File: src/rtl/hostPkg.sv
package hostPkg;

	// --------------------------------------------------
	// host word layout
	// --------------------------------------------------

	// codes in bits 31:30 of a pipe-in word
	localparam logic [1:0] codeRegWrite = 2'b10;
	localparam logic [1:0] codeNop = 2'b11;      // anything else is a packet

	typedef enum logic [1:0] {
		kindPacket,
		kindRegWrite,
		kindNop
	} wordKindE;

	// register write as the host packs it
	typedef struct packed {
		logic [1:0] kind;       // codeRegWrite
		logic spare;
		logic [4:0] regId;      // target register number
		logic [7:0] pad;
		logic [15:0] regData;   // value to store
	} hostRegWordT;

	// decoded register write for the register block
	typedef struct packed {
		logic [4:0] regId;
		logic [15:0] regData;
	} regWriteT;

	// --------------------------------------------------
	// configuration registers
	// --------------------------------------------------

	typedef struct packed {
		logic [13:0] reserved;
		logic loopback;     // bit 1, serializer feeds deserializer
		logic linkEnable;   // bit 0, outbound link may start words
	} controlRegT;

	localparam logic [4:0] regControl = 5'd0;
	localparam logic [4:0] regSoftReset = 5'd31;   // any write flushes the queues

	localparam int queueDepth = 8;   // words in each pipe queue

	// sort a pipe-in word by its top two bits
	function automatic wordKindE wordKind(input logic [31:0] word);
		case (word[31:30])
			codeRegWrite: return kindRegWrite;
			codeNop: return kindNop;
			default: return kindPacket;
		endcase
	endfunction

endpackage

File: src/rtl/linkPkg.sv
package linkPkg;

	// --------------------------------------------------
	// board link flit format
	// --------------------------------------------------

	localparam int flitWidth = 11;      // payload bits per flit
	localparam int flitsPerWord = 3;    // one 32-bit word per three flits

	// accumulator width on the receive side, top bit is spare
	localparam int linkBits = flitWidth * flitsPerWord;

	// flit index within a word
	localparam int flitIdxWidth = $clog2(flitsPerWord);
	typedef logic [flitIdxWidth-1:0] flitIdxT;
	localparam flitIdxT lastFlit = flitIdxT'(flitsPerWord - 1);

	// one flit on the wire, ready travels the other way
	typedef struct packed {
		logic [flitWidth-1:0] data;
		logic valid;
	} flitT;

endpackage

File: src/rtl/flitDeserializer.sv
`timescale 1ns/1ps

module flitDeserializer (
	input logic sysClk,
	input logic rstN,
	input logic flush,
	input linkPkg::flitT in,
	input logic queueFull,
	output logic inReady,
	output logic wordPush,
	output logic [31:0] wordData
);

	linkPkg::flitIdxT flitCount;            // flits already taken for this word
	logic [linkPkg::linkBits-1:0] acc;      // newest flit enters at the top
	logic wordReady;                        // complete word waiting for the queue
	logic xfer;
	logic lastXfer;

	// stall the link only while a finished word is stuck behind a full queue
	assign inReady = !(wordReady && queueFull);
	assign xfer = in.valid && inReady;
	assign lastXfer = xfer && (flitCount == linkPkg::lastFlit);

	assign wordPush = wordReady && !queueFull;
	assign wordData = acc[31:0];   // bit 32 is bit 10 of flit 2, dropped

	// --------------------------------------------------
	// flit counter and word flag
	// --------------------------------------------------

	always_ff @(posedge sysClk) begin
		if (!rstN || flush) begin
			flitCount <= '0;
			wordReady <= 1'b0;
		end else begin
			if (xfer) begin
				flitCount <= lastXfer ? '0 : flitCount + 1'b1;
			end
			if (lastXfer) begin
				wordReady <= 1'b1;   // push goes out next cycle
			end else if (wordPush) begin
				wordReady <= 1'b0;
			end
		end
	end

	// shift accumulator, three shifts leave flit 0 at the bottom
	always_ff @(posedge sysClk) begin
		if (xfer) begin
			acc <= {in.data, acc[linkPkg::linkBits-1:linkPkg::flitWidth]};
		end
	end

endmodule

File: src/rtl/flitSerializer.sv
`timescale 1ns/1ps

module flitSerializer (
	input logic sysClk,
	input logic rstN,
	input logic flush,
	input logic enable,
	input logic wordEmpty,
	input logic [31:0] wordHead,
	input logic outReady,
	output logic wordPop,
	output linkPkg::flitT out
);

	typedef enum logic {
		idle,
		sending
	} stateE;

	stateE state;
	linkPkg::flitIdxT flitIdx;   // flit now on the wire
	logic [31:0] shiftReg;       // unsent bits, next flit at the bottom
	logic xfer;

	// load only between words, a started word always finishes
	assign wordPop = (state == idle) && enable && !wordEmpty && !flush;
	assign xfer = out.valid && outReady;

	assign out.valid = (state == sending);
	assign out.data = shiftReg[linkPkg::flitWidth-1:0];   // zeros fill bit 10 of flit 2

	// --------------------------------------------------
	// state and flit index
	// --------------------------------------------------

	always_ff @(posedge sysClk) begin
		if (!rstN || flush) begin
			state <= idle;
			flitIdx <= '0;
		end else begin
			case (state)
				idle: begin
					if (wordPop) begin
						state <= sending;
						flitIdx <= '0;
					end
				end
				sending: begin
					if (xfer && flitIdx == linkPkg::lastFlit) begin
						state <= idle;   // third flit taken
						flitIdx <= '0;
					end else if (xfer) begin
						flitIdx <= flitIdx + 1'b1;
					end
				end
				default: state <= idle;
			endcase
		end
	end

	// word path, shifts one flit per transfer
	always_ff @(posedge sysClk) begin
		if (wordPop) begin
			shiftReg <= wordHead;
		end else if (xfer) begin
			shiftReg <= shiftReg >> linkPkg::flitWidth;
		end
	end

	// a stalled flit sits still until the far side takes it
	stallHold: assert property (@(posedge sysClk) disable iff (!rstN || flush)
		out.valid && !outReady |=> out.valid && $stable(out.data));

endmodule

File: src/rtl/hostCore.sv
`timescale 1ns/1ps

module hostCore (
	input logic sysClk,
	input logic rstN,
	input logic pipeInWrite,
	input logic [31:0] pipeInData,
	input logic pipeOutRead,
	input logic topOutReady,
	input linkPkg::flitT topIn,
	output logic pipeInReady,
	output logic [31:0] pipeOutData,
	output logic pipeOutEmpty,
	output linkPkg::flitT topOut,
	output logic topInReady
);

	logic regWrite;
	hostPkg::regWriteT regWord;
	logic packetPush;
	logic [31:0] packetData;
	logic linkEnable;
	logic loopback;
	logic softReset;
	logic outEmpty;
	logic outFull;
	logic [31:0] outHead;
	logic outPop;
	linkPkg::flitT serOut;
	logic serReady;
	linkPkg::flitT desIn;
	logic desReady;
	logic desPush;
	logic [31:0] desData;
	logic pipeOutFull;

	// hold off while a packet is still in the decoder stage
	assign pipeInReady = !outFull && !packetPush;

	hostWordDecoder decoder (.sysClk, .rstN, .pipeInWrite, .pipeInData,
		.regWrite, .regWord, .packetPush, .packetData);

	hostRegisters registers (.sysClk, .rstN, .regWrite, .regWord,
		.linkEnable, .loopback, .softReset);

	wordFifo outQueue (.sysClk, .rstN, .flush(softReset), .push(packetPush),
		.pushData(packetData), .pop(outPop), .headData(outHead), .empty(outEmpty),
		.full(outFull));

	flitSerializer serializer (.sysClk, .rstN, .flush(softReset), .enable(linkEnable),
		.wordEmpty(outEmpty), .wordHead(outHead), .outReady(serReady), .wordPop(outPop),
		.out(serOut));

	// --------------------------------------------------
	// loopback mux
	// --------------------------------------------------

	always_comb begin
		if (loopback) begin
			desIn = serOut;       // serializer straight into deserializer
			serReady = desReady;
			topOut = '{data: serOut.data, valid: 1'b0};
			topInReady = 1'b0;    // neighbour sees us busy
		end else begin
			desIn = topIn;
			serReady = topOutReady;
			topOut = serOut;
			topInReady = desReady;
		end
	end

	flitDeserializer deserializer (.sysClk, .rstN, .flush(softReset), .in(desIn),
		.queueFull(pipeOutFull), .inReady(desReady), .wordPush(desPush), .wordData(desData));

	// reads on an empty queue are dropped here
	wordFifo pipeOutQueue (.sysClk, .rstN, .flush(softReset), .push(desPush),
		.pushData(desData), .pop(pipeOutRead && !pipeOutEmpty), .headData(pipeOutData),
		.empty(pipeOutEmpty), .full(pipeOutFull));

endmodule

File: src/rtl/hostRegisters.sv
`timescale 1ns/1ps

module hostRegisters (
	input logic sysClk,
	input logic rstN,
	input logic regWrite,
	input hostPkg::regWriteT regWord,
	output logic linkEnable,
	output logic loopback,
	output logic softReset
);

	hostPkg::controlRegT controlReg;
	logic hitControl;
	logic hitSoftReset;

	// address match
	assign hitControl = regWrite && (regWord.regId == hostPkg::regControl);
	assign hitSoftReset = regWrite && (regWord.regId == hostPkg::regSoftReset);

	// --------------------------------------------------
	// control register and soft reset pulse
	// --------------------------------------------------

	always_ff @(posedge sysClk) begin
		if (!rstN) begin
			controlReg <= '0;   // link off, loopback off
			softReset <= 1'b0;
		end else begin
			softReset <= hitSoftReset;   // single cycle, one per write
			if (hitControl) begin
				controlReg <= hostPkg::controlRegT'(regWord.regData);
			end
			// other register numbers fall through untouched
		end
	end

	assign linkEnable = controlReg.linkEnable;
	assign loopback = controlReg.loopback;

endmodule

File: src/rtl/hostWordDecoder.sv
`timescale 1ns/1ps

module hostWordDecoder (
	input logic sysClk,
	input logic rstN,
	input logic pipeInWrite,
	input logic [31:0] pipeInData,
	output logic regWrite,
	output hostPkg::regWriteT regWord,
	output logic packetPush,
	output logic [31:0] packetData
);

	hostPkg::hostRegWordT inWord;   // same word seen as a register write
	hostPkg::wordKindE inKind;

	assign inWord = hostPkg::hostRegWordT'(pipeInData);
	assign inKind = hostPkg::wordKind(pipeInData);

	// --------------------------------------------------
	// strobes, one cycle after the pipe write
	// --------------------------------------------------

	always_ff @(posedge sysClk) begin
		if (!rstN) begin
			regWrite <= 1'b0;
			packetPush <= 1'b0;
		end else begin
			// nops raise neither strobe
			regWrite <= pipeInWrite && (inKind == hostPkg::kindRegWrite);
			packetPush <= pipeInWrite && (inKind == hostPkg::kindPacket);
		end
	end

	// --------------------------------------------------
	// payload capture
	// --------------------------------------------------

	always_ff @(posedge sysClk) begin
		if (pipeInWrite) begin
			regWord.regId <= inWord.regId;       // bits 28:24
			regWord.regData <= inWord.regData;   // bits 15:0
			packetData <= pipeInData;            // whole word goes out as flits
		end
	end

endmodule

File: src/rtl/wordFifo.sv
`timescale 1ns/1ps

module wordFifo #(
	parameter int depth = hostPkg::queueDepth
) (
	input logic sysClk,
	input logic rstN,
	input logic flush,
	input logic push,
	input logic [31:0] pushData,
	input logic pop,
	output logic [31:0] headData,
	output logic empty,
	output logic full
);

	logic [31:0] mem [depth];
	logic [$clog2(depth)-1:0] rdPtr;
	logic [$clog2(depth)-1:0] wrPtr;
	logic [$clog2(depth):0] count;   // 0 to depth
	logic doPush;
	logic doPop;

	assign empty = (count == 0);
	assign full = (count == depth);
	assign doPush = push && !full;
	assign doPop = pop && !empty;
	assign headData = mem[rdPtr];   // head visible the cycle after its push

	// pointers and fill count
	always_ff @(posedge sysClk) begin
		if (!rstN || flush) begin
			rdPtr <= '0;
			wrPtr <= '0;
			count <= '0;
		end else begin
			if (doPush) begin
				wrPtr <= (wrPtr == depth - 1) ? '0 : wrPtr + 1'b1;
			end
			if (doPop) begin
				rdPtr <= (rdPtr == depth - 1) ? '0 : rdPtr + 1'b1;
			end
			case ({doPush, doPop})
				2'b10: count <= count + 1'b1;
				2'b01: count <= count - 1'b1;
				default: count <= count;   // both or neither
			endcase
		end
	end

	always_ff @(posedge sysClk) begin
		if (doPush) begin
			mem[wrPtr] <= pushData;
		end
	end

	// producers and consumers look at full and empty before strobing
	noOverflow: assert property (@(posedge sysClk) disable iff (!rstN) push && !flush |-> !full);
	noUnderflow: assert property (@(posedge sysClk) disable iff (!rstN) pop && !flush |-> !empty);

endmodule

File: config.mk
export PLATFORM = sky130hd
export DESIGN_NAME = hostCore
export DESIGN_NICKNAME = d
export VERILOG_FILES = /design/src/rtl/hostPkg.sv /design/src/rtl/linkPkg.sv /design/src/rtl/flitDeserializer.sv /design/src/rtl/flitSerializer.sv /design/src/rtl/hostCore.sv /design/src/rtl/hostRegisters.sv /design/src/rtl/hostWordDecoder.sv /design/src/rtl/wordFifo.sv
export SDC_FILE = /design/constraint.sdc
export NUM_CORES = 1
export LEC_CHECK = 0
export ABC_AREA = 1
export BUFFER_PORTS_ARGS = -buffer_cell sky130_fd_sc_hd__buf_2
export CAP_MARGIN = 20
export CORE_MARGIN = 8
export CORE_UTILIZATION = 40
export DETAILED_ROUTE_END_ITERATION = 12
export PLACE_DENSITY_LB_ADDON = 0.05
export SYNTH_ARGS = -nofsm -noshare
export SYNTH_HDL_FRONTEND = slang
export SYNTH_SLANG_ARGS = --single-unit
File: constraint.sdc
create_clock -name sysClk -period 2.95 [get_ports sysClk]
set_input_delay 0.295 -clock sysClk [delete_from_list [all_inputs] [get_ports sysClk]]
set_output_delay 0.295 -clock sysClk [all_outputs]
set_load 0.01 [all_outputs]
Yosys cells after proc, flatten, opt, wreduce, memory -nomap -nowiden
Memories as Yosys holds them, arrays and structs flattened. A register that Yosys moved wholly into a read port is not among the register bits.
Index checks and enable logic that the tools add are counted.

word-level totals
  input bits = 49
  register bits after elaboration = 135
  output and inout bits = 47
  word-level logic and storage cells = 119
  memory bits (writable) = 512
  memories kept = 2

operators by class
  multiplexer cells = 31
  $add $sub $neg = 10
  reductions and logical operators = 37
  equal/unequal tests = 18
  bitwise logic cells = 1

memory list
  name              words  width  rd ports  clocked after Yosys merged registers in  wr ports  line            source
  outQueue.mem      8      32     1         1                                        1         wordFifo.sv:17  logic [31:0] mem [depth];
  pipeOutQueue.mem  8      32     1         1                                        1         wordFifo.sv:17

operator list
  cell                 number
  $mux 32              2
  $mux 3               8
  $logic_and 1x1->1    19
  $pmux 4 s2           2
  $add 3x1->3 const B  4
  $eq 2x2->1 const B   6
  $eq 3x3->1 const B   4
  $mux 12              1
  $mux 1               11
  $add 4x1->4 const B  2
  $eq 4x4->1 const B   2
  $logic_not 1->1      8
  $logic_not 4->1      2
  $mux 2               4
  $pmux 2 s2           2
  $reduce_bool 2->1    4
  $sub 4x1->4 const B  2
  $eq 2x1->1 const B   3
  $eq 5x5->1 const B   1
  $logic_not 5->1      1
  $add 2x1->2 const B  2
  $ne 3x3->1 const B   1
  $logic_not 2->1      1
  $ne 2x2->1 const B   1
  4 further kinds      4

Depth between registers and ports, before layout
Gate-level depths: netlist (run 1).

  depth after elaboration = 8
  mapped depth = 15
  gate-level depth less buffers = 14

Hierarchy
Synthesis (run 1) repeated with hierarchy kept, for this count alone.

unflattened totals
  cells, all modules = 2,013
  area total of the unflattened synthesis = 25,854.8 um^2

modules (own cells, without submodules)
  module            area each (um^2)  instances  cells an instance  sequential area each (um^2)
  wordFifo          10,652.7          2          816                7,947.6
  flitSerializer    1,589.0           1          160                1,021.0
  flitDeserializer  1,408.9           1          90                 1,051.0
  hostWordDecoder   1,177.4           1          60                 1,001.0
  hostCore          234.0             1          50                 0.0
  hostRegisters     140.1             1          21                 60.1

Least setup slack after synthesis (run 1)
OpenSTA, ideal clock, no wires.

  path type = reg-to-reg
  start point = reg outQueue.count[0]
  end point = mem outQueue.mem[1][0], enable pin
  period minus slack after synthesis = 2.631 ns
  cell stages (with the launch flop) = 7
  required time = 2.529 ns
  setup slack = 0.319 ns
  arrival time = 2.210 ns
  setup time = 0.421 ns
  buffers on the path = 0
  cells stage by stage = dfxtp_1 nor2_2 nand3_1 nand2_1 nor2_1 inv_1 nor2_1

between the ends
  longest elaborated chain between the ends = 5

ends and longest elaborated chain
  element                       line            source
  start: declaration            wordFifo.sv:20  logic [$clog2(depth):0] count;
  start signal: assignment      wordFifo.sv:44  2'b10: count <= count + 1'b1;
  start signal: assignment      wordFifo.sv:45  2'b01: count <= count - 1'b1;
  start signal: assignment      wordFifo.sv:46  default: count <= count;
  $eq 4x4->1                    wordFifo.sv:25  assign full = (count == depth);
  $logic_not 1->1               wordFifo.sv:26  assign doPush = push && !full;
  $logic_and 1x1->1             wordFifo.sv:26
  $mux 1                        wordFifo.sv:52  if (doPush) begin
  $mux 1 (not written as such)  wordFifo.sv:53  mem[wrPtr] <= pushData;
  end: declaration              wordFifo.sv:17

No other way between the ends.

==> results of run 1 <==
==> routing by layer <==
metal	vias to the layer above	global-route usage, %
li1	7128	-
met1	7376	21.7
met3	101	3.24
met5	-	0
met2	291	30.3
met4	0	5.44
==> cells in the final DEF (no fill, tap or decap), types with 2 or more instances in the layout <==
master         count
inv_6              3
inv_1             39
buf_2             95
dfxtp_1           33
nand2_1          214
o211a_1            4
buf_4             24
edfxtp_1         609
nor3_1             2
dfxtp_4            4
clkbuf_16         73
buf_12            21
nand3b_1           3
ha_1              15
nor2_2            12
nand4_1            3
o211ai_1          42
dlygate4sd3_1     41
nor2_1           428
clkinv_1          19
bufinv_16          3
clkinv_8           2
nor2_4            16
o21ai_1           62
clkinv_2          11
o21ai_0          156
o32ai_1           75
nand3_1           31
clkbuf_1          15
a22oi_1            2
xnor2_1            3
xor2_1             3
a21oi_1           14
==> metrics by stage <==
stage / worst slack (ns) / cells
floorplan: 0.319 / 1898
global placement: 0.842 / 2766
detailed placement: 0.837 / 2766
CTS: 0.254 / 2932
global route: 0.120 / 2932
finish: 0.343 / 2932
==> kinds of logic (layout without fill, tap and decap cells) <==
| logic type | Yosys count | in the layout |
|---|---|---|
| flops | 646 | 646 |
| compound gates | 357 | 357 |
| fa+ha+maj | 16 | 16 |
| buf+inv | 161 | 349 |
| simple gates | 712 | 712 |
| xor+xnor | 6 | 6 |
==> sequential cells by signal, indices dropped and copies added (netlist names), 4 cells and up, named ones only <==
| register | count |
|---|---|
| outQueue.mem | 256 |
| serializer.shiftReg | 32 |
| outQueue.count | 4 |
| pipeOutQueue.mem | 256 |
| decoder.packetData | 32 |
| deserializer.acc | 33 |
| pipeOutQueue.count | 4 |
==> critical path, cell delays in order (launching register included) <==
cell and delay (ns):
dfxtp_4 0.36, buf_12 0.42, nor2_1 0.12, o32ai_1 0.31, nand2_1 0.08, nand2_1 0.14, buf_2 0.15
==> layout make-up <==
cell class | instances | area [um2] | share of cell area (%)
Clock buffer | 88 | 1880 | 6.43
Tap cell | 846 | 1060 | 3.61
Multi-Input combinational cell | 1091 | 5360 | 18.3
Inverter | 43 | 166 | 0.568
Timing Repair Buffer | 181 | 1490 | 5.08
Sequential cell | 646 | 19000 | 65.0
Clock inverter | 37 | 289 | 0.987
==> power groups by stage <==
stage | sequential [mW] | combinational (mW) | clock, mW
after floorplan | 10.5 | 2.00 | 0
after CTS | 10.5 | 3.14 | 8.61
final | 10.5 | 3.04 | 8.35
after global placement | 10.6 | 3.07 | 0
after detailed placement | 10.7 | 3.09 | 0
after global routing | 10.5 | 3.44 | 8.93
==> how the worst max path moves through the flow <==
stage / end / slack, ns / from / depth (start not counted)
6_report: pipeOutData[27] / 0.34 / flip-flop / 6
5_1_grt: pipeOutData[1] / 0.12 / flip-flop / 7
2_1_floorplan: outQueue.mem[1][0]$_DFFE_PP_ / 0.32 / outQueue.count[0]$_SDFFE_PP0P_ / 6
4_1_cts: pipeOutData[3] / 0.25 / flip-flop / 7
3_3_place_gp: pipeOutQueue.count[3]$_SDFFE_PP0P_ / 0.84 / pipeOutQueue.count[0]$_SDFFE_PP0P_ / 14
3_5_place_dp: pipeOutQueue.count[3]$_SDFFE_PP0P_ / 0.84 / pipeOutQueue.count[0]$_SDFFE_PP0P_ / 14
==> impl_metrics.py, run 1 <==
metrics = {
    "run_status": {
        "outcome": "complete, no violations",
    },
    "timing": {
        "max_freq_mhz": 384,
        "holdWs_ns": 0.0563,
        "setup_violations": 0,
        "maxSlewViolCount": 0,
        "min_period_ns": 2.61,
        "hold_viol": 0,
        "relSlewSlack_pct": 55.1,
        "clock_skew_ns": 0.0161,
        "timing.final.crit_share_pct": 88.4,
        "tightestPinTransition_ns": 0.673,
        "tns_ns": 0,
        "rsz0062_at_grt": "no",
    },
    "hold_path": {
        "hp-start": "pipeOutRead",
        "holdPathStages": 4,
        "hold_path.class": "in2reg",
    },
    "logic_synthesis": {
        "synthTopCellsByArea": "edfxtp_1, nor2_1, nand2_1, o21ai_0, dfxtp_1",
        "syn_nets": 1963,
        "synthAdderAreaFrac_pct": 0.828,
        "synth_most_common_cell": "edfxtp_1",
        "ys_ff_latch": 646,
        "synthFlopType": "edfxtp_1",
        "synthMuxAreaShare_pct": 0,
        "avgSynthCellArea_um2": 13.2,
        "yosysSeqAreaShare_pct": 75.8,
        "synthArstFlopShare_pct": 0,
        "yosys.area_share.simple_pct": 11.0,
        "synth.top_cell.area_share_pct": 72.9,
        "yosys_warnings": 0,
        "ys_types": 32,
        "netlist_area_um2": 25100,
        "synth_top_area_cell": "edfxtp_1",
        "synth_compound_area_share_pct": 8.78,
        "synth-xor-area-share_pct": 0.209,
        "synth-edff-count": 609,
        "ys_top_cells_by_count": "edfxtp_1, nor2_1, nand2_1",
        "synth_top_family_by_area": "simple AND/OR/NAND/NOR gates",
        "synthCells": 1898,
    },
    "clock_network": {
        "cts-root-buf": "clkbuf_16",
        "cts_setup_buffers": 0,
        "clk_latency_ns": 0.61,
        "cts_hold_buf": 41,
        "cts_tree": "built",
        "cts-resized-gates": 0,
        "clk_pin_slew_worst_paths_ns": 0.05,
        "cts_buffer_depth": 3,
        "cts_sinks": 646,
        "cts_buffers": 72,
        "htreeDepth": 3,
    },
    "power": {
        "p_leak_nw": 10.0,
        "internal_power_mw": 16.1,
        "vdd_drop_max_v": 0.000529,
        "combPwrFrac_pct": 13.9,
        "power_density_nw_per_um2": 746,
        "seqPwrFrac_pct": 47.9,
        "power.total_mw": 21.8,
        "sw_frac_of_total_pct": 26.3,
        "clockPowerShare_pct": 38.2,
        "p_sw_mw": 5.74,
    },
    "setup_path": {
        "r2r_start": "pipeOutQueue.count[0]$_SDFFE_PP0P_",
        "path_class": "reg2out",
        "cp.arrival_ns": 2.31,
        "reg2reg_depth": 13,
        "reg2reg_slack_ns": 0.81,
        "reg2reg_to": "pipeOutQueue.count[3]$_SDFFE_PP0P_",
        "end_kind": "primary output",
        "cp-start-kind": "flip-flop",
        "required_ns": 2.65,
        "cp_max_fo": 128,
    },
    "drt": {
        "wl_met1_um": 26200,
        "wl_met2_um": 31200,
        "top_layer_used": "met4",
        "wl_per_cell_um": 21.0,
        "dr.first_iter.drc_count": 936,
        "wirelength_um": 61400,
        "firstDrtPassIters": 5,
        "vias": 14900,
        "drc_errors": 0,
        "antenna_left": 0,
        "routed_via_density": 5.08,
        "wl_met3_um": 2570,
    },
    "cells_and_area": {
        "fill_cells": 5605,
        "diodes": 0,
        "design_area_um2": 29300,
        "layout-drive-gt1-share_pct": 12.9,
        "fin_nets": 2100,
        "syn_to_final_growth_pct": 16.7,
        "final_core_util_pct": 46.9,
    },
    "grt": {
        "grt_antenna_before_repair": 0,
        "overflow": 0,
        "grt_pass1_wl_um": 93700,
        "grt_pass1_vias": 14900,
        "grt_max_degree": 129,
        "grtUsageTotal_pct": 17.4,
    },
    "die": {
        "pin_count": 96,
        "fp-row-count": 92,
        "start_util_pct": 40.1,
        "fp.coreArea_um2": 62500,
        "die_area_um2": 71000,
        "die_width_um": 266,
        "dieHeight_um": 266,
    },
    "placement": {
        "dp_hpwl_um": 33000,
        "portBuffers": 95,
        "gp_congestion": 0.736,
        "place_area_um2": 26700,
    },
    "flow_run": {
        "drv_cap": 0,
    },
}
Power figures use the tool's default switching activity.
==> run 2, diff against run 1 <==
--- a/config.mk
+++ b/config.mk
@@ -8,9 +8,12 @@
 export ABC_AREA = 1
 export BUFFER_PORTS_ARGS = -buffer_cell sky130_fd_sc_hd__buf_2
 export CAP_MARGIN = 20
+export CORE_ASPECT_RATIO = 0.7
 export CORE_MARGIN = 8
 export CORE_UTILIZATION = 40
+export CTS_BUF_LIST = sky130_fd_sc_hd__clkbuf_4 sky130_fd_sc_hd__clkbuf_8
 export DETAILED_ROUTE_END_ITERATION = 12
+export HOLD_SLACK_MARGIN = 0.1
 export PLACE_DENSITY_LB_ADDON = 0.05
 export SYNTH_ARGS = -nofsm -noshare
 export SYNTH_HDL_FRONTEND = slang
==> run 2 against run 1 <==
Routed wire length increased by 5.4%. Register-to-register slack got worse by 0.06 ns. First-iteration DRC count is 41% higher.
==> impl_metrics.py, run 2 (synthesis gave the netlist of run 1 again) <==
metrics = {
    "run_status": {
        "outcome": "complete, no violations",
    },
    "die": {
        "pin_count": 96,
        "dieHeight_um": 226,
        "die_width_um": 315,
        "start_util_pct": 40.6,
        "fp-row-count": 76,
        "die_area_um2": 71100,
        "fp.coreArea_um2": 61800,
    },
    "grt": {
        "grt_antenna_before_repair": 3,
        "overflow": 0,
        "grt_pass1_wl_um": 96600,
        "grtUsageTotal_pct": 18.0,
        "grt_max_degree": 93,
        "grt_pass1_vias": 15000,
    },
    "setup_path": {
        "r2r_start": "pipeOutQueue.count[0]$_SDFFE_PP0P_",
        "cpPeakStageDelay_ns": 0.68,
        "reg2reg_slack_ns": 0.75,
        "cp_slowest_cell": "dfxtp_4",
        "reg2reg_depth": 14,
        "cpLargestDelayFamily": "flip-flops",
        "reg2reg_to": "pipeOutQueue.count[3]$_SDFFE_PP0P_",
        "cp.arrival_ns": 2.31,
        "worst-path-buf-inv": 2,
        "cp_num_cells": 6,
        "cp-start-kind": "flip-flop",
        "end_kind": "primary output",
        "path_class": "reg2out",
        "critPathMostFrequentCell": "nand2_1",
        "required_ns": 2.65,
        "setup.worst_path.end": "pipeOutData[9]",
        "crit_path_cell_trace": "buf_12 -> o21ai_0 -> o32ai_1 -> nand2_1 -> nand2_1 -> buf_2",
        "cp_max_fo": 48,
    },
    "timing": {
        "rsz0062_at_grt": "no",
        "hold_viol": 0,
        "relSlewSlack_pct": 36.7,
        "fin_ws_ns": 0.343,
        "timing.final.crit_share_pct": 88.4,
        "setup_violations": 0,
        "tightestPinTransition_ns": 0.949,
        "min_period_ns": 2.61,
        "clock_skew_ns": 0.0252,
        "max_freq_mhz": 384,
        "maxSlewViolCount": 0,
        "tns_ns": 0,
        "holdWs_ns": 0.217,
    },
    "clock_network": {
        "cts_buffer_depth": 3,
        "cts-root-buf": "clkbuf_8",
        "clk_latency_ns": 0.69,
        "cts_tree": "built",
        "cts_sinks": 646,
        "cts_buffers": 100,
        "clk_pin_slew_worst_paths_ns": 0.06,
        "htreeDepth": 3,
    },
    "placement": {
        "dp_hpwl_um": 35800,
        "place_area_um2": 26700,
        "portBuffers": 95,
        "dp.cells": 2743,
        "pre_cts_slack_ns": 0.809,
        "gp_congestion": 0.787,
    },
    "cells_and_area": {
        "layout_commonest_cell": "edfxtp_1",
        "final_core_util_pct": 47.0,
        "design_area_um2": 29000,
        "final_cell_mix": "edfxtp_1, nor2_1, nand2_1",
        "layout-drive-gt1-share_pct": 15.7,
        "finalNonFillerCells": 2965,
        "fin_nets": 2139,
        "syn_to_final_growth_pct": 15.7,
        "reg_top3": "outQueue.mem x256, pipeOutQueue.mem x256, deserializer.acc x33",
    },
    "drt": {
        "drc_errors": 0,
        "vias": 15400,
        "antenna_left": 0,
        "routed_via_density": 5.20,
        "firstDrtPassIters": 5,
        "dr.first_iter.drc_count": 1319,
        "wirelength_um": 64800,
        "wl_per_cell_um": 21.8,
    },
    "power": {
        "p_leak_nw": 10.0,
        "power_density_nw_per_um2": 713,
        "power.total_mw": 20.7,
        "vdd_drop_max_v": 0.000325,
    },
    "hold_path": {
        "hold_path.class": "in2reg",
    },
    "flow_run": {
        "drv_cap": 0,
    },
}
## run 2: changes by cell type in the layout (fill, tap and decap cells not counted), sizes merged
| cell | delta |
|---|---|
| inv | -1 |
| clkbuf | +52 |
| clkinv | -1 |
| buf | +4 |
| diode | +2 |
| dlygate4sd3 | +7 |
| bufinv | -3 |
## run 2: worst min path at each step
stage,startpoint,end,slack (ns),cells past startpoint
finish,topOutReady,serializer.state$_SDFF_PP0_,0.22,6
global route,topOutReady,serializer.state$_SDFF_PP0_,0.21,6
CTS,topOutReady,serializer.state$_SDFF_PP0_,0.14,6
detailed placement,deserializer.acc[32]$_DFFE_PP_,deserializer.acc[21]$_DFFE_PP_,0.42,0
global placement,deserializer.acc[32]$_DFFE_PP_,deserializer.acc[21]$_DFFE_PP_,0.41,0
floorplan,pipeInData[31],decoder.packetPush$_SDFF_PN0_,0.37,1
## run 2: timing repair
item                                   CTS  global route
endpoints found under the hold margin   54             0
gates resized for setup                  0             0
setup buffers                            0             0
hold buffers                            48             0
## run 2: per-layer routing
| metal | track usage (%) | routed length (um) | share of wire (%) |
|---|---|---|---|
| met5 | 0 | 0 | 0 |
| met4 | 4.79 | 1160 | 1.8 |
| met3 | 3.25 | 3660 | 5.6 |
| met2 | 24.9 | 26100 | 40 |
| met1 | 28.6 | 33800 | 52 |
## run 2: worst register-to-register path, cell delays in order (launching register included)
cell and delay [ns]:
dfxtp_1 0.35, nor2_1 0.18, nand3_1 0.11, nand2_1 0.13, inv_1 0.12, ha_1 0.27
ha_1 0.29, nand2_1 0.07, inv_1 0.04, o21ai_0 0.20, nand2_1 0.07, nand2_1 0.07
nand2_1 0.05, nand2_1 0.05, a21oi_1 0.06
## run 2: layout make-up
cell class              count  area [um2]
diodes                      2        5.00
repair buffers            192        1590
inverters                  43         166
clock inverters            32         154
flip-flops and latches    646       19000
multi-input cells        1091        5360
well taps                 819        1020
clock buffers             140        1700
fillers                  5535       32800
## run 2: power breakdown
part,internal (mW),total (mW),switching (mW)
registers,10.2,10.5,0.282
clock network,3.69,7.10,3.41
logic,1.09,3.09,1.99
total,15.0,20.7,5.69
